$ cat src/source/lc3b_types.sv
package lc3b_types;

    // ~~~~~~~~~~~~~~~~~~~~~~~~~~~~~~~~~~~~~~~~
    // basic words
    // ~~~~~~~~~~~~~~~~~~~~~~~~~~~~~~~~~~~~~~~~

    typedef logic [15:0] lc3b_word;
    typedef logic [2:0]  lc3b_reg;

    // n, z, p from msb down.
    typedef logic [2:0]  lc3b_nzp;

    // ~~~~~~~~~~~~~~~~~~~~~~~~~~~~~~~~~~~~~~~~
    // opcodes in use
    // ~~~~~~~~~~~~~~~~~~~~~~~~~~~~~~~~~~~~~~~~

    typedef enum logic [3:0] {
        op_br  = 4'b0000,  // 0x0000 doubles as nop.
        op_add = 4'b0001,
        op_and = 4'b0101,
        op_ldr = 4'b0110,
        op_str = 4'b0111,
        op_not = 4'b1001
    } lc3b_opcode;

    // ~~~~~~~~~~~~~~~~~~~~~~~~~~~~~~~~~~~~~~~~
    // fetch constants
    // ~~~~~~~~~~~~~~~~~~~~~~~~~~~~~~~~~~~~~~~~

    localparam lc3b_word pc_reset   = 16'h0000;
    localparam lc3b_word word_bytes = 16'd2;

endpackage : lc3b_types
$ cat src/source/lc3b_pipe.sv
package lc3b_pipe;

    typedef enum logic [1:0] {
        alu_add = 2'b00,
        alu_and = 2'b01,
        alu_not = 2'b10
    } lc3b_aluop;

    // all zero is a bubble.
    typedef struct packed {
        lc3b_types::lc3b_opcode opcode;
        lc3b_aluop              alu_op;
        logic                   imm_sel;
        logic                   load_regfile;
        logic                   mem_read;
        logic                   mem_write;
        logic                   set_cc;
        logic                   is_br;
    } lc3b_control_word;

    // ~~~~~~~~~~~~~~~~~~~~~~~~~~~~~~~~~~~~~~~~
    // stage payloads
    // ~~~~~~~~~~~~~~~~~~~~~~~~~~~~~~~~~~~~~~~~

    typedef struct packed {
        lc3b_types::lc3b_word pc;           // already pc+2.
        lc3b_types::lc3b_word instruction;
        lc3b_types::lc3b_reg  src1;
        lc3b_types::lc3b_reg  src2;
        lc3b_types::lc3b_reg  dest;
    } if_id_t;

    typedef struct packed {
        lc3b_control_word     ctrl;
        lc3b_types::lc3b_word pc;
        lc3b_types::lc3b_word instruction;
        lc3b_types::lc3b_reg  dest;
        lc3b_types::lc3b_word src1_data;
        lc3b_types::lc3b_word src2_data;
    } id_ex_t;

    typedef struct packed {
        lc3b_control_word     ctrl;
        lc3b_types::lc3b_reg  dest;         // nzp mask for br.
        lc3b_types::lc3b_word alu;
        lc3b_types::lc3b_word br_target;
        lc3b_types::lc3b_word src2_data;
    } ex_mem_t;

    typedef struct packed {
        lc3b_control_word     ctrl;
        lc3b_types::lc3b_reg  dest;
        lc3b_types::lc3b_word data;
    } mem_wb_t;

endpackage : lc3b_pipe

$ cat src/source/cpu_datapath.sv
`timescale 1ns/1ns

module cpu_datapath (
    input  logic                 clk,
    input  logic                 rst,

    // port a, fetch
    input  logic                 resp_a,
    input  lc3b_types::lc3b_word rdata_a,
    output logic                 read_a,
    output logic                 write_a,
    output logic [1:0]           wmask_a,
    output lc3b_types::lc3b_word address_a,
    output lc3b_types::lc3b_word wdata_a,

    // port b, load and store
    input  logic                 resp_b,
    input  lc3b_types::lc3b_word rdata_b,
    output logic                 read_b,
    output logic                 write_b,
    output logic [1:0]           wmask_b,
    output lc3b_types::lc3b_word address_b,
    output lc3b_types::lc3b_word wdata_b
);

    logic                 stall;
    logic                 flush;
    logic                 br_en;
    lc3b_types::lc3b_word br_target;

    lc3b_pipe::if_id_t  if_out;
    lc3b_pipe::if_id_t  if_id;
    lc3b_pipe::id_ex_t  id_out;
    lc3b_pipe::id_ex_t  id_ex;
    lc3b_pipe::ex_mem_t ex_out;
    lc3b_pipe::ex_mem_t ex_mem;
    lc3b_pipe::mem_wb_t mem_out;
    lc3b_pipe::mem_wb_t mem_wb;

    // fetch port never writes.
    assign write_a = 1'b0;
    assign wmask_a = 2'b11;
    assign wdata_a = '0;

    // any port still waiting freezes the whole pipe.
    assign stall = (read_a & ~resp_a) | ((read_b | write_b) & ~resp_b);
    assign flush = br_en & ~stall;

    // ~~~~~~~~~~~~~~~~~~~~~~~~~~~~~~~~~~~~~~~~
    // stages and buffers
    // ~~~~~~~~~~~~~~~~~~~~~~~~~~~~~~~~~~~~~~~~

    if_datapath if_stage (
        .clk(clk),
        .rst(rst),
        .stall(stall),
        .br_en(br_en),
        .br_target(br_target),
        .read_a(read_a),
        .address_a(address_a),
        .resp_a(resp_a),
        .rdata_a(rdata_a),
        .out(if_out)
    );

    buffer #(.payload_t(lc3b_pipe::if_id_t)) if_id_buf (
        .clk(clk), .rst(rst), .load(~stall), .flush(flush), .in(if_out), .out(if_id)
    );

    id_datapath id_stage (
        .clk(clk),
        .rst(rst),
        .in(if_id),
        .wb(mem_wb),
        .wb_valid(~stall),  // writeback retires on this edge.
        .out(id_out)
    );

    buffer #(.payload_t(lc3b_pipe::id_ex_t)) id_ex_buf (
        .clk(clk), .rst(rst), .load(~stall), .flush(flush), .in(id_out), .out(id_ex)
    );

    ex_datapath ex_stage (
        .in(id_ex),
        .out(ex_out)
    );

    buffer #(.payload_t(lc3b_pipe::ex_mem_t)) ex_mem_buf (
        .clk(clk), .rst(rst), .load(~stall), .flush(flush), .in(ex_out), .out(ex_mem)
    );

    mem_datapath mem_stage (
        .clk(clk),
        .rst(rst),
        .stall(stall),
        .in(ex_mem),
        .read_b(read_b),
        .write_b(write_b),
        .wmask_b(wmask_b),
        .address_b(address_b),
        .wdata_b(wdata_b),
        .resp_b(resp_b),
        .rdata_b(rdata_b),
        .br_en(br_en),
        .br_target(br_target),
        .out(mem_out)
    );

    // the branch itself moves on to writeback.
    buffer #(.payload_t(lc3b_pipe::mem_wb_t)) mem_wb_buf (
        .clk(clk), .rst(rst), .load(~stall), .flush(1'b0), .in(mem_out), .out(mem_wb)
    );

endmodule : cpu_datapath

$ cat src/source/mem_datapath.sv
`timescale 1ns/1ns

module mem_datapath (
    input  logic                 clk,
    input  logic                 rst,
    input  logic                 stall,
    input  lc3b_pipe::ex_mem_t   in,
    output logic                 read_b,
    output logic                 write_b,
    output logic [1:0]           wmask_b,
    output lc3b_types::lc3b_word address_b,
    output lc3b_types::lc3b_word wdata_b,
    input  logic                 resp_b,
    input  lc3b_types::lc3b_word rdata_b,
    output logic                 br_en,
    output lc3b_types::lc3b_word br_target,
    output lc3b_pipe::mem_wb_t   out
);

    logic                 b_done;
    lc3b_types::lc3b_word held_rdata;
    lc3b_types::lc3b_word load_data;
    lc3b_types::lc3b_word wb_data;
    lc3b_types::lc3b_nzp  nzp;
    lc3b_types::lc3b_nzp  nzp_next;

    // ~~~~~~~~~~~~~~~~~~~~~~~~~~~~~~~~~~~~~~~~
    // port b
    // ~~~~~~~~~~~~~~~~~~~~~~~~~~~~~~~~~~~~~~~~

    assign read_b    = in.ctrl.mem_read & ~b_done;
    assign write_b   = in.ctrl.mem_write & ~b_done;
    assign wmask_b   = 2'b11;  // word access only.
    assign address_b = in.alu;
    assign wdata_b   = in.src2_data;

    // access served while port a still busy.
    always_ff @(posedge clk) begin
        if (rst || !stall) begin
            b_done <= 1'b0;
        end else if ((read_b || write_b) && resp_b) begin
            b_done <= 1'b1;
        end
    end

    always_ff @(posedge clk) begin
        if (read_b && resp_b) held_rdata <= rdata_b;
    end

    assign load_data = b_done ? held_rdata : rdata_b;
    assign wb_data   = in.ctrl.mem_read ? load_data : in.alu;

    // ~~~~~~~~~~~~~~~~~~~~~~~~~~~~~~~~~~~~~~~~
    // condition codes, branch
    // ~~~~~~~~~~~~~~~~~~~~~~~~~~~~~~~~~~~~~~~~

    always_comb begin
        if (wb_data[15])        nzp_next = 3'b100;
        else if (wb_data == '0) nzp_next = 3'b010;
        else                    nzp_next = 3'b001;
    end

    always_ff @(posedge clk) begin
        if (rst) begin
            nzp <= 3'b010;
        end else if (in.ctrl.set_cc && !stall) begin
            nzp <= nzp_next;
        end
    end

    assign br_en     = in.ctrl.is_br & |(in.dest & nzp);
    assign br_target = in.br_target;

    always_comb begin
        out.ctrl = in.ctrl;
        out.dest = in.dest;
        out.data = wb_data;
    end

    rw_exclusive: assert property (
        @(posedge clk) disable iff (rst) !(read_b && write_b)
    );

endmodule : mem_datapath

$ cat src/source/ex_datapath.sv
`timescale 1ns/1ns

module ex_datapath (
    input  lc3b_pipe::id_ex_t  in,
    output lc3b_pipe::ex_mem_t out
);

    lc3b_types::lc3b_word imm5;
    lc3b_types::lc3b_word offset6;
    lc3b_types::lc3b_word offset9;
    lc3b_types::lc3b_word opb;
    lc3b_types::lc3b_word alu_result;

    // offsets already in bytes.
    assign imm5    = {{11{in.instruction[4]}}, in.instruction[4:0]};
    assign offset6 = {{9{in.instruction[5]}}, in.instruction[5:0], 1'b0};
    assign offset9 = {{6{in.instruction[8]}}, in.instruction[8:0], 1'b0};
    assign opb     = in.ctrl.imm_sel ? imm5 : in.src2_data;

    always_comb begin
        if (in.ctrl.mem_read || in.ctrl.mem_write) begin
            alu_result = in.src1_data + offset6;  // base + offset.
        end else begin
            case (in.ctrl.alu_op)
                lc3b_pipe::alu_and: alu_result = in.src1_data & opb;
                lc3b_pipe::alu_not: alu_result = ~in.src1_data;
                default:            alu_result = in.src1_data + opb;
            endcase
        end
    end

    always_comb begin
        out.ctrl      = in.ctrl;
        out.dest      = in.dest;
        out.alu       = alu_result;
        out.br_target = in.pc + offset9;  // branch adder beside the alu.
        out.src2_data = in.src2_data;
    end

endmodule : ex_datapath

$ cat src/source/id_datapath.sv
`timescale 1ns/1ns

module id_datapath (
    input  logic              clk,
    input  logic              rst,
    input  lc3b_pipe::if_id_t in,
    input  lc3b_pipe::mem_wb_t wb,
    input  logic              wb_valid,
    output lc3b_pipe::id_ex_t out
);

    lc3b_pipe::lc3b_control_word ctrl;
    lc3b_types::lc3b_word        regfile [8];

    // ~~~~~~~~~~~~~~~~~~~~~~~~~~~~~~~~~~~~~~~~
    // control decode
    // ~~~~~~~~~~~~~~~~~~~~~~~~~~~~~~~~~~~~~~~~

    always_comb begin
        ctrl = '0;
        case (in.instruction[15:12])
            lc3b_types::op_add: begin
                ctrl.opcode       = lc3b_types::op_add;
                ctrl.alu_op       = lc3b_pipe::alu_add;
                ctrl.imm_sel      = in.instruction[5];
                ctrl.load_regfile = 1'b1;
                ctrl.set_cc       = 1'b1;
            end
            lc3b_types::op_and: begin
                ctrl.opcode       = lc3b_types::op_and;
                ctrl.alu_op       = lc3b_pipe::alu_and;
                ctrl.imm_sel      = in.instruction[5];
                ctrl.load_regfile = 1'b1;
                ctrl.set_cc       = 1'b1;
            end
            lc3b_types::op_not: begin
                ctrl.opcode       = lc3b_types::op_not;
                ctrl.alu_op       = lc3b_pipe::alu_not;
                ctrl.load_regfile = 1'b1;
                ctrl.set_cc       = 1'b1;
            end
            lc3b_types::op_ldr: begin
                ctrl.opcode       = lc3b_types::op_ldr;
                ctrl.load_regfile = 1'b1;
                ctrl.mem_read     = 1'b1;
                ctrl.set_cc       = 1'b1;
            end
            lc3b_types::op_str: begin
                ctrl.opcode    = lc3b_types::op_str;
                ctrl.mem_write = 1'b1;
            end
            lc3b_types::op_br: begin
                ctrl.opcode = lc3b_types::op_br;
                ctrl.is_br  = 1'b1;
            end
            default: ctrl = '0;  // unsupported, runs as a bubble.
        endcase
    end

    // ~~~~~~~~~~~~~~~~~~~~~~~~~~~~~~~~~~~~~~~~
    // register file
    // ~~~~~~~~~~~~~~~~~~~~~~~~~~~~~~~~~~~~~~~~

    // written at the end of writeback.
    always_ff @(posedge clk) begin
        if (rst) begin
            for (int i = 0; i < 8; i++) begin
                regfile[i] <= '0;
            end
        end else if (wb_valid && wb.ctrl.load_regfile) begin
            regfile[wb.dest] <= wb.data;
        end
    end

    always_comb begin
        out.ctrl        = ctrl;
        out.pc          = in.pc;
        out.instruction = in.instruction;
        out.dest        = in.dest;
        out.src1_data   = regfile[in.src1];
        out.src2_data   = regfile[in.src2];
    end

endmodule : id_datapath

$ cat src/source/if_datapath.sv
`timescale 1ns/1ns

module if_datapath (
    input  logic                 clk,
    input  logic                 rst,
    input  logic                 stall,
    input  logic                 br_en,
    input  lc3b_types::lc3b_word br_target,
    output logic                 read_a,
    output lc3b_types::lc3b_word address_a,
    input  logic                 resp_a,
    input  lc3b_types::lc3b_word rdata_a,
    output lc3b_pipe::if_id_t    out
);

    lc3b_types::lc3b_word pc;
    lc3b_types::lc3b_word pc_plus2;
    lc3b_types::lc3b_word held_inst;
    lc3b_types::lc3b_word inst;
    logic                 a_done;

    assign address_a = pc;
    assign read_a    = ~a_done;  // no new request once served.
    assign pc_plus2  = pc + lc3b_types::word_bytes;
    assign inst      = a_done ? held_inst : rdata_a;

    always_ff @(posedge clk) begin
        if (rst) begin
            pc <= lc3b_types::pc_reset;
        end else if (!stall) begin
            pc <= br_en ? br_target : pc_plus2;
        end
    end

    // fetch served while port b still busy.
    always_ff @(posedge clk) begin
        if (rst || !stall) begin
            a_done <= 1'b0;
        end else if (read_a && resp_a) begin
            a_done <= 1'b1;
        end
    end

    always_ff @(posedge clk) begin
        if (read_a && resp_a) held_inst <= rdata_a;
    end

    always_comb begin
        out.pc          = pc_plus2;
        out.instruction = inst;
        out.src1        = inst[8:6];
        out.dest        = inst[11:9];
        // str reads its source through src2.
        out.src2 = (inst[15:12] == lc3b_types::op_str) ? inst[11:9] : inst[2:0];
    end

    addr_a_held: assert property (
        @(posedge clk) disable iff (rst) (read_a && !resp_a) |=> $stable(address_a)
    );

endmodule : if_datapath

$ cat src/source/buffer.sv
`timescale 1ns/1ns

module buffer #(
    parameter type payload_t = logic
) (
    input  logic     clk,
    input  logic     rst,
    input  logic     load,
    input  logic     flush,
    input  payload_t in,
    output payload_t out
);

    // flush drops a bubble in place of the stage.
    always_ff @(posedge clk) begin
        if (rst || (flush && load)) begin
            out <= '0;
        end else if (load) begin
            out <= in;
        end
    end

    // a flush during a freeze would be lost.
    flush_needs_load: assert property (
        @(posedge clk) disable iff (rst) flush |-> load
    );

endmodule : buffer

$ cat config.mk
export PLATFORM = sky130hd
export DESIGN_NAME = cpu_datapath
export DESIGN_NICKNAME = d
export VERILOG_FILES = /design/src/source/lc3b_types.sv /design/src/source/lc3b_pipe.sv /design/src/source/cpu_datapath.sv /design/src/source/mem_datapath.sv /design/src/source/ex_datapath.sv /design/src/source/id_datapath.sv /design/src/source/if_datapath.sv /design/src/source/buffer.sv
export SDC_FILE = /design/constraint.sdc
export NUM_CORES = 1
export LEC_CHECK = 0
export BUFFER_PORTS_ARGS = -buffer_cell sky130_fd_sc_hd__buf_2
export CAP_MARGIN = 25
export CORE_ASPECT_RATIO = 1.4
export CORE_MARGIN = 1
export CORE_UTILIZATION = 45
export DETAILED_ROUTE_END_ITERATION = 16
export HOLD_SLACK_MARGIN = 0.1
export SLEW_MARGIN = 20
export SYNTH_ARGS = -nofsm -noshare
export SYNTH_HDL_FRONTEND = slang
export SYNTH_SLANG_ARGS = --single-unit
$ cat constraint.sdc
create_clock -name clk -period 6.65 [get_ports clk]
set_input_delay 1.33 -clock clk [delete_from_list [all_inputs] [get_ports clk]]
set_output_delay 1.33 -clock clk [all_outputs]
set_load 0.1 [all_outputs]
==> impl_table.tex, run 1 <==
\begin{tabular}{lr}
\hline
Metric & Value \\
\hline
\multicolumn{2}{l}{\textbf{Cells and area}} \\
\quad Number of antenna diodes & 0 \\
\quad Syn-to-layout area delta & 9.378\% \\
\quad Share of final-layout standard cells stronger than drive strength 1 & 14.90\% \\
\quad Leading cell type in the layout, fill and taps excluded & sky130\_fd\_sc\_hd\_\_nand2\_1 \\
\quad Final cell count without fillers & 2393 \\
\quad Most frequent cells in the layout & sky130\_fd\_sc\_hd\_\_nand2\_1, sky130\_fd\_sc\_hd\_\_dfxtp\_1, sky130\_fd\_sc\_hd\_\_edfxtp\_1 \\
\quad Net total in the final layout & 1917 \\
\quad Post-route standard cell area excluding fillers & 20430 um\^{}2 \\
\multicolumn{2}{l}{\textbf{Worst setup path}} \\
\quad Reg-to-reg setup timing slack & 3.17 ns \\
\quad CP endpoint kind & flip-flop \\
\quad Signal arrival time at the worst endpoint & 4.09 ns \\
\quad Launching point of the worst reg2reg path & id\_ex\_buf.out[72]\$\_SDFFE\_PP0N\_ \\
\quad Req. time, crit path & 7.13 ns \\
\quad Setup Crit Path Kind & in2reg \\
\quad Worst flop-to-flop path endpoint & ex\_mem\_buf.out[44]\$\_SDFFE\_PP0N\_ \\
\quad Sort of element at the start of the critical path & input pin \\
\quad R2r worst-path depth & 10 \\
\quad Worst-path fanout max & 80 \\
\multicolumn{2}{l}{\textbf{Status}} \\
\quad Result of the run & completed \\
\multicolumn{2}{l}{\textbf{Job}} \\
\quad Max capacitance violation total & 0 \\
\multicolumn{2}{l}{\textbf{Synthesis}} \\
\quad Prevailing post-synth register cell & sky130\_fd\_sc\_hd\_\_dfxtp\_1 \\
\quad Area share of fa/ha/maj cells after synthesis & 3.470\% \\
\quad Area share of the largest cell type after synthesis & 25.72\% \\
\quad Synthesized instance count & 1833 \\
\quad Area fraction in and, or, nand and nor cells after synthesis & 15.82\% \\
\quad Flop and latch count out of synthesis & 358 \\
\quad Post-synthesis instance area & 18680 um\^{}2 \\
\quad Synthesized area divided by synthesized cell count & 10.19 um\^{}2 \\
\quad Main combinational cell family by area after synthesis & simple AND/OR/NAND/NOR gates \\
\quad Sequential area share after synthesis & 46.95\% \\
\quad Compound-Gate Fraction of Synth Area & 14.15\% \\
\quad Synth Warn \# & 0 \\
\quad Number of synthesized flops with an enable pin & 160 \\
\quad Post-Synth XOR/XNOR Area & 2.110\% \\
\quad Async set or reset register ratio after synthesis & 0\% \\
\quad Synth area leaders & sky130\_fd\_sc\_hd\_\_edfxtp\_1, sky130\_fd\_sc\_hd\_\_dfxtp\_1, sky130\_fd\_sc\_hd\_\_mux4\_2 \\
\quad Number of distinct standard cells referenced by the synthesized netlist & 80 \\
\quad Multiplexer share of the synthesized area & 11.80\% \\
\quad Area leader, netlist & sky130\_fd\_sc\_hd\_\_edfxtp\_1 \\
\multicolumn{2}{l}{\textbf{Placed design}} \\
\quad Placed cell count & 2324 \\
\quad Placement-stage cell area & 19130 um\^{}2 \\
\quad Quantity of I/O buffers inserted on ports & 86 \\
\quad Hpwl dp & 36.25 mm \\
\quad Routability congestion estimate from global placement & 0.9484 \\
\multicolumn{2}{l}{\textbf{Timing}} \\
\quad Final worst hold slack & 0.4489 ns \\
\quad RSZ-0062 raised after global routing & false \\
\quad Final critical-path required period & 3.604 ns \\
\quad Part of the cycle the worst path needs & 54.20\% \\
\quad Fin. max-slew vios & 0 \\
\quad Highest clock frequency the design can meet & 277.5 MHz \\
\quad Setup TNS & 0 ns \\
\quad Worst clock skew on the final layout & 0.01574 ns \\
\quad Final hold violation count & 0 \\
\quad Worst Tran Pin Value & 0.9977 ns \\
\quad Worst slew margin relative to its limit & 33.24\% \\
\quad Count of final setup violators & 0 \\
\multicolumn{2}{l}{\textbf{Power and ir drop}} \\
\quad Total power consumption of the routed design & 0.005580 W \\
\quad Internal Power & 0.003988 W \\
\quad Leakage component of the power & 7.610 nW \\
\quad Switching share of power & 28.54\% \\
\quad Max rail drop VDD & 215.9 uV \\
\quad Net Switching & 0.001593 W \\
\quad Share of total power in combinational logic & 15.0\% \\
\quad Pwr Density & 273.2 nW/um\^{}2 \\
\quad Sequential share of power & 45.2\% \\
\quad Clock power frac & 39.8\% \\
\multicolumn{2}{l}{\textbf{Global routing}} \\
\quad Via count of the first global-routing pass & 13254 \\
\quad Number of antenna violations at the first check in global routing & 0 \\
\quad Met1 demand-to-capacity share in global routing & 28.81\% \\
\quad Aggregate global routing overflow & 0 \\
\quad Pin count of the biggest net entering global routing & 81 \\
\quad Met2 track demand over resource & 43.71\% \\
\quad Total global routing track utilization & 24.35\% \\
\quad Wire length of the first global-routing pass & 79.11 mm \\
\quad Most congested layer reported by global routing & met2 \\
\quad Global routing usage on met3 & 2.663\% \\
\multicolumn{2}{l}{\textbf{Clock tree}} \\
\quad Cells resized by post-CTS repair & 0 \\
\quad Post-CTS Hold Fix Bufs & 0 \\
\quad Clock slew at the register clock pins of the worst setup and hold paths & 0.06 ns \\
\quad Source-to-sink clock delay at the later pin of the worst-skew pair & 0.55 ns \\
\quad Clk sink count & 358 \\
\quad Setup Buffers After CTS & 0 \\
\quad Number of CTS-inserted buffers & 38 \\
\quad H-tree levels & 2 \\
\quad Largest buffer count on any clock path & 3 \\
\quad CTS tree & built \\
\quad Cell chosen for the clock root & sky130\_fd\_sc\_hd\_\_clkbuf\_16 \\
\multicolumn{2}{l}{\textbf{Floorplanning}} \\
\quad Die outline width & 174.2 um \\
\quad Die Outline Area & 42340 um\^{}2 \\
\quad Number of rows created at floorplan & 87 \\
\quad Number of top-level design ports & 108 \\
\quad Die Height & 243.1 um \\
\quad Initial standard-cell utilization of the core & 46.00\% \\
\quad Core Box Area & 40600 um\^{}2 \\
\multicolumn{2}{l}{\textbf{Min path}} \\
\quad Hold Crit Depth & 2 \\
\quad Min-delay src & id\_ex\_buf.out[67]\$\_SDFFE\_PP0N\_ \\
\quad Hold path endpoint & ex\_mem\_buf.out[51]\$\_SDFFE\_PP0N\_ \\
\quad Type of the most critical hold path & reg2reg \\
\multicolumn{2}{l}{\textbf{Routing}} \\
\quad Total vias in the final route & 13741 \\
\quad First-pass DRT Iterations & 5 \\
\quad Initial drt markers & 922 \\
\quad Vias per cell & 5.742 \\
\quad Wire length per cell after detailed routing & 21.55 um \\
\quad Drt drc & 0 \\
\quad Final WL & 51.58 mm \\
\quad Detail Route Antenna Nets & 0 \\
\hline
\end{tabular}
state kept, by name, indices dropped and copies added (netlist names):
name,cells
ex_mem_buf.out,55
id_ex_buf.out,67
id_stage.regfile,128
if_id_buf.out,35
if_stage.a_done,1
if_stage.address_a,16
if_stage.held_inst,16
mem_stage.b_done,1
mem_stage.held_rdata,16
mem_stage.nzp,3
mem_wb_buf.out,20
per-stage QoR:
stage / setup WS, ns / utilization, %
6_report: 3.046 / 50.32
5_1_grt: 2.847 / 50.32
3_5_place_dp: 2.523 / 47.11
4_1_cts: 3.089 / 50.30
2_1_floorplan: 3.137 / -
3_3_place_gp: 2.539 / 47.11
worst max-delay path by stage:
stage | startpoint | slack, ns | end
after floorplan | ex_mem_buf.out[54]$_SDFFE_PP0N_ | 3.14 | read_b
after global placement | resp_a | 2.54 | id_ex_buf.out[70]$_SDFFE_PP0N_
after detailed placement | resp_a | 2.52 | id_ex_buf.out[70]$_SDFFE_PP0N_
after CTS | resp_a | 3.09 | id_ex_buf.out[70]$_SDFFE_PP0N_
after global routing | resp_a | 2.85 | id_ex_buf.out[70]$_SDFFE_PP0N_
final | resp_a | 3.05 | id_ex_buf.out[70]$_SDFFE_PP0N_
worst max-delay path, cell delays in order:
cell and delay (ns):
sky130_fd_sc_hd__buf_2 0.18, sky130_fd_sc_hd__o32a_2 0.63, sky130_fd_sc_hd__buf_4 0.76, sky130_fd_sc_hd__buf_4 0.64, sky130_fd_sc_hd__and4b_1 0.28, sky130_fd_sc_hd__a21oi_1 0.04, sky130_fd_sc_hd__nor2_1 0.11
power groups by stage:
stage	Combinational (W)	Sequential, W	Clock (W)
2_1_floorplan	0.000688	0.00251	0
3_3_place_gp	0.000827	0.00257	0
3_5_place_dp	0.000833	0.00257	0
4_1_cts	0.000837	0.00252	0.00226
5_1_grt	0.000898	0.00253	0.00234
6_report	0.000835	0.00252	0.00222
layer usage:
metal	up-vias	part of all wire, %
li1	6528	-
met1	6694	39
met2	404	52
met3	115	4.2
met4	0	4.5
met5	-	0
area by class of cell:
class | instances | area [um^2]
inverter | 28 | 105.1
multi-input combinational | 1291 | 8950
timing repair buffer | 114 | 640.6
tap | 534 | 668.1
clock buffer | 50 | 1057
fill | 3684 | 20170
sequential | 358 | 8771
clock inverter | 18 | 237.7
Yosys cell counts, drive strengths merged (12+ instances only):
| cell | number |
|---|---|
| buf | 116 |
| xnor2 | 25 |
| o21ai | 95 |
| clkbuf | 59 |
| ha | 47 |
| nand2 | 255 |
| mux2i | 65 |
| a21oi | 145 |
| and2 | 131 |
| edfxtp | 160 |
| nor3 | 14 |
| nor2 | 126 |
| nor2b | 22 |
| xor2 | 20 |
| mux4 | 67 |
| o21a | 12 |
| nand3 | 17 |
| a211oi | 80 |
| nand4 | 13 |
| o211ai | 13 |
| dfxtp | 198 |
| inv | 27 |
| a21o | 13 |
cell families after synthesis:
logic type,after synthesis
compound gates,416
xor+xnor,45
fa+ha+maj,50
buf+inv,203
flops,358
mux,136
other cells,2
simple gates,623
Note: power is estimated with default switching activity, not from simulation.
==> run 2: changes to the inputs <==
--- a/config.mk
+++ b/config.mk
@@ -5,6 +5,7 @@
 export SDC_FILE = /design/constraint.sdc
 export NUM_CORES = 1
 export LEC_CHECK = 0
+export ABC_AREA = 1
 export BUFFER_PORTS_ARGS = -buffer_cell sky130_fd_sc_hd__buf_2
 export CAP_MARGIN = 25
 export CORE_ASPECT_RATIO = 1.4
==> constraint.sdc (replaced) <==
create_clock -name clk -period 3.75 [get_ports clk]
set_input_delay 0.75 -clock clk [delete_from_list [all_inputs] [get_ports clk]]
set_output_delay 0.75 -clock clk [all_outputs]
set_load 0.1 [all_outputs]
==> run 2 against run 1 <==
  * Flip-flop and latch count stayed put
  * Combinational power up 84%
  * Routed wire length grew 12%
  * Clock power rose by 67%
  * Clock skew up 0.0073 ns
  * Global-route usage increased by 2.9 points
  * Hold slack lost 0.054 ns
  * Die area is 0.55% higher
  * Worst setup slack worse by 2.1 ns
  * Design area rose by 0.69%
  * Critical path depth grew 5
  * Sequential power increased by 77%
  * Critical path type is now reg2reg
  * Largest power group unchanged
==> impl_table.tex, run 2 <==
\begin{tabular}{lr}
\hline
Metric & Value \\
\hline
\multicolumn{2}{l}{\textbf{Synthesis}} \\
\quad Synth area leaders & sky130\_fd\_sc\_hd\_\_edfxtp\_1, sky130\_fd\_sc\_hd\_\_dfxtp\_1, sky130\_fd\_sc\_hd\_\_nand2\_1 \\
\quad Area leader, netlist & sky130\_fd\_sc\_hd\_\_edfxtp\_1 \\
\quad Flop and latch count out of synthesis & 358 (unchanged) \\
\quad Prevailing post-synth register cell & sky130\_fd\_sc\_hd\_\_dfxtp\_1 \\
\quad Number of synthesized flops with an enable pin & 160 (unchanged) \\
\quad Async set or reset register ratio after synthesis & 0\% (unchanged) \\
\quad Number of distinct standard cells referenced by the synthesized netlist & 49 (-39\%) \\
\quad Synthesized instance count & 2399 (+31\%) \\
\quad Synthesized area divided by synthesized cell count & 7.829 um\^{}2 (-23\%) \\
\quad Area share of the largest cell type after synthesis & 25.58\% (-0.14 points) \\
\quad Post-synthesis instance area & 18780 um\^{}2 (+0.56\%) \\
\quad Synth Warn \# & 0 (unchanged) \\
\quad Top cells by count, synth & sky130\_fd\_sc\_hd\_\_nand2\_1, sky130\_fd\_sc\_hd\_\_a21oi\_1, sky130\_fd\_sc\_hd\_\_nor2\_1, sky130\_fd\_sc\_hd\_\_o21ai\_0, sky130\_fd\_sc\_hd\_\_inv\_1 \\
\quad Sequential area share after synthesis & 46.69\% (-0.26 points) \\
\quad Count leader, synth & sky130\_fd\_sc\_hd\_\_nand2\_1 \\
\multicolumn{2}{l}{\textbf{Timing}} \\
\quad Setup TNS & 0 ns (unchanged) \\
\quad Count of final setup violators & 0 (unchanged) \\
\quad Worst slew margin relative to its limit & 43.99\% (+11 points) \\
\quad Highest clock frequency the design can meet & 353.8 MHz \\
\quad Part of the cycle the worst path needs & 75.37\% \\
\quad Final hold violation count & 0 (unchanged) \\
\quad Fin. max-slew vios & 0 (unchanged) \\
\quad RSZ-0062 raised after global routing & false \\
\quad Worst Tran Pin Value & 0.8390 ns (-0.1587 ns) \\
\quad Worst clock skew on the final layout & 0.02301 ns (+0.007271 ns) \\
\quad Final critical-path required period & 2.826 ns \\
\multicolumn{2}{l}{\textbf{Clock tree}} \\
\quad Clock slew at the register clock pins of the worst setup and hold paths & 0.06 ns (about the same) \\
\quad Post-CTS Hold Fix Bufs & 0 (unchanged) \\
\quad Source-to-sink clock delay at the later pin of the worst-skew pair & 0.55 ns (about the same) \\
\quad Largest buffer count on any clock path & 3 (unchanged) \\
\quad Cells resized by post-CTS repair & 0 (unchanged) \\
\quad Setup Buffers After CTS & 0 (unchanged) \\
\quad Cell chosen for the clock root & sky130\_fd\_sc\_hd\_\_clkbuf\_16 \\
\quad CTS tree & built \\
\quad H-tree levels & 2 (unchanged) \\
\quad Clk sink count & 358 (unchanged) \\
\quad Number of CTS-inserted buffers & 38 (unchanged) \\
\multicolumn{2}{l}{\textbf{Global routing}} \\
\quad Wire length of the first global-routing pass & 89.25 mm (+13\%) \\
\quad Aggregate global routing overflow & 0 (unchanged) \\
\quad Total global routing track utilization & 27.21\% (+2.9 points) \\
\quad Pin count of the biggest net entering global routing & 93 (+15\%) \\
\quad Via count of the first global-routing pass & 15873 (+20\%) \\
\quad Number of antenna violations at the first check in global routing & 0 (unchanged) \\
\multicolumn{2}{l}{\textbf{Cells and area}} \\
\quad Number of filler cells placed in the layout & 4129 (+12\%) \\
\quad Share of final-layout standard cells stronger than drive strength 1 & 9.267\% (-5.6 points) \\
\quad Most frequent cells in the layout & sky130\_fd\_sc\_hd\_\_nand2\_1, sky130\_fd\_sc\_hd\_\_a21oi\_1, sky130\_fd\_sc\_hd\_\_o21ai\_0 \\
\quad Post-route standard cell area excluding fillers & 20570 um\^{}2 (+0.69\%) \\
\quad Flip-flop count of the largest register after layout & 128 (unchanged) \\
\quad Largest registers & id\_stage.regfile (128), id\_ex\_buf.out (67), ex\_mem\_buf.out (55) \\
\quad Number of antenna diodes & 0 (unchanged) \\
\quad Register containing the most flip-flops in the final layout & id\_stage.regfile \\
\quad Leading cell type in the layout, fill and taps excluded & sky130\_fd\_sc\_hd\_\_nand2\_1 \\
\quad Net total in the final layout & 2487 (+30\%) \\
\quad Syn-to-layout area delta & 9.520\% \\
\multicolumn{2}{l}{\textbf{Min path}} \\
\quad Hold Crit Depth & 1 (-1) \\
\quad Min-delay src & rdata\_b[2] \\
\quad Hold path endpoint & mem\_stage.held\_rdata[2]\$\_DFFE\_PP\_ \\
\quad Type of the most critical hold path & in2reg \\
\multicolumn{2}{l}{\textbf{Routing}} \\
\quad Vias per cell & 5.511 (-4.0\%) \\
\quad Total vias in the final route & 16357 (+19\%) \\
\quad First-pass DRT Iterations & 5 (unchanged) \\
\quad Wire length per cell after detailed routing & 19.52 um (-9.4\%) \\
\quad Final WL & 57.95 mm (+12\%) \\
\quad Initial drt markers & 1120 (+21\%) \\
\quad Drt drc & 0 (unchanged) \\
\quad Detail Route Antenna Nets & 0 (unchanged) \\
\multicolumn{2}{l}{\textbf{Worst setup path}} \\
\quad Worst-path fanout max & 19 (-76\%) \\
\quad Sort of element at the start of the critical path & flip-flop \\
\quad Launching point of the worst reg2reg path & id\_ex\_buf.out[72]\$\_SDFFE\_PP0N\_ \\
\quad Setup Crit Path Kind & reg2reg \\
\quad R2r worst-path depth & 12 (+2) \\
\quad Reg-to-reg setup timing slack & 0.92 ns (-2.25 ns) \\
\quad Worst flop-to-flop path endpoint & ex\_mem\_buf.out[38]\$\_SDFFE\_PP0N\_ \\
\quad Req. time, crit path & 4.16 ns (-2.97 ns) \\
\quad CP endpoint kind & flip-flop \\
\quad Signal arrival time at the worst endpoint & 3.24 ns (-0.85 ns) \\
\multicolumn{2}{l}{\textbf{Floorplanning}} \\
\quad Die Outline Area & 42570 um\^{}2 (+0.55\%) \\
\quad Initial standard-cell utilization of the core & 45.61\% (-0.39 points) \\
\quad Core Box Area & 41180 um\^{}2 (+1.4\%) \\
\quad Die Height & 243.7 um (+0.27\%) \\
\quad Die outline width & 174.7 um (+0.27\%) \\
\quad Number of top-level design ports & 108 (unchanged) \\
\quad Number of rows created at floorplan & 88 (+1.1\%) \\
\multicolumn{2}{l}{\textbf{Status}} \\
\quad Result of the run & completed \\
\multicolumn{2}{l}{\textbf{Placed design}} \\
\quad Quantity of I/O buffers inserted on ports & 86 (unchanged) \\
\quad Routability congestion estimate from global placement & 0.9120 (-3.8\%) \\
\quad Placement-stage cell area & 19360 um\^{}2 (+1.2\%) \\
\quad Hpwl dp & 40.97 mm (+13\%) \\
\multicolumn{2}{l}{\textbf{Power and ir drop}} \\
\quad Max rail drop VDD & 366.4 uV (+70\%) \\
\quad Pwr Density & 471.7 nW/um\^{}2 (+73\%) \\
\quad Leakage component of the power & 8.294 nW (+9.0\%) \\
\multicolumn{2}{l}{\textbf{Job}} \\
\quad Max capacitance violation total & 0 (unchanged) \\
\hline
\end{tabular}
==> run 2: changes by cell type in the layout (fill, tap and decap cells not counted), sizes merged, moves of 130 or more <==
cell	change
a21oi	+131
and2	-130
inv	+187
nand2	+220
nor2	+145
o21ai	+174
==> run 2: report_power, final <==
group	total [W]	switching, W	internal, W
registers	0.00445	0.000195	0.00426
logic	0.00154	0.00115	0.000388
clock network	0.00371	0.00157	0.00214
total	0.00970	0.00292	0.00679
==> run 2: area by class of cell <==
type	count	area (um^2)	area share [%]
clock buffers	55	1076	5.231
repair buffers	127	813.3	3.954
well taps	540	675.6	3.285
flip-flops and latches	358	8778	42.68
clock inverters	12	130.1	0.6326
multi-input cells	1642	8210	39.91
inverters	234	885.9	4.307
==> run 2: stage by stage <==
step                      power (W)  hold WS, ns  setup slack (ns)  utilization, %  instances
after detailed placement   0.006062       0.4497            0.9304           47.02       2901
after floorplan            0.005640       0.4256             1.158               -       2418
after global placement     0.006043       0.4369            0.9326           46.97       2900
final                      0.009702       0.3946            0.9236           49.95       2968
after global routing        0.01008       0.3838            0.7024           49.95       2968
after CTS                  0.009774       0.3765            0.9262           49.95       2968
==> run 2: layer usage <==
metal,track usage [%],part of all wire (%),vias up
met4,16.83,6.6,0
met5,0,0,-
li1,-,-,7985
met1,30.81,38,7704
met2,48.66,51,510
met3,2.887,4.4,158
==> run 2: how the worst max path moves through the flow <==
stage                                            start                                    to  slack [ns]  depth (start not counted)
floorplan           if_stage.address_a[1]$_SDFFE_PP0N_   if_stage.address_a[15]$_SDFFE_PP0N_        1.16                          9
global placement                                resp_b         if_id_buf.out[5]$_SDFFE_PP0N_        0.93                          9
detailed placement                              resp_b         if_id_buf.out[5]$_SDFFE_PP0N_        0.93                          9
CTS                     id_ex_buf.out[72]$_SDFFE_PP0N_       ex_mem_buf.out[38]$_SDFFE_PP0N_        0.93                         12
global route              if_stage.a_done$_SDFFE_PP0P_  id_stage.regfile[7][9]$_SDFFCE_PN0P_        0.70                          9
finish                  id_ex_buf.out[72]$_SDFFE_PP0N_       ex_mem_buf.out[38]$_SDFFE_PP0N_        0.92                         12
==> run 2: kinds of logic (layout without fill, tap and decap cells) <==
family	Yosys count	in the layout	share of synthesized area (%)
AOI/OAI and AO/OA	668	668	19.13
xor gates and xnor gates	26	26	1.212
adders and majority gates	50	50	3.451
buffers and inverters	418	428	10.02
DFF	358	358	46.69
muxes	12	12	0.6595
other	2	21	0.03999
and+or+nand+nor	865	865	18.81
==> run 2: critical path, cell delays in order, from the launching register on <==
cell and delay [ns]:
sky130_fd_sc_hd__dfxtp_1 0.31, sky130_fd_sc_hd__buf_4 0.27, sky130_fd_sc_hd__mux2_2 0.37, sky130_fd_sc_hd__ha_1 0.24
sky130_fd_sc_hd__fa_1 0.45, sky130_fd_sc_hd__nand3_1 0.13, sky130_fd_sc_hd__nand2_1 0.17, sky130_fd_sc_hd__nand2_1 0.10
sky130_fd_sc_hd__nand2_1 0.11, sky130_fd_sc_hd__a21oi_1 0.13, sky130_fd_sc_hd__o21ai_0 0.09, sky130_fd_sc_hd__a21oi_1 0.21
sky130_fd_sc_hd__a21oi_1 0.10
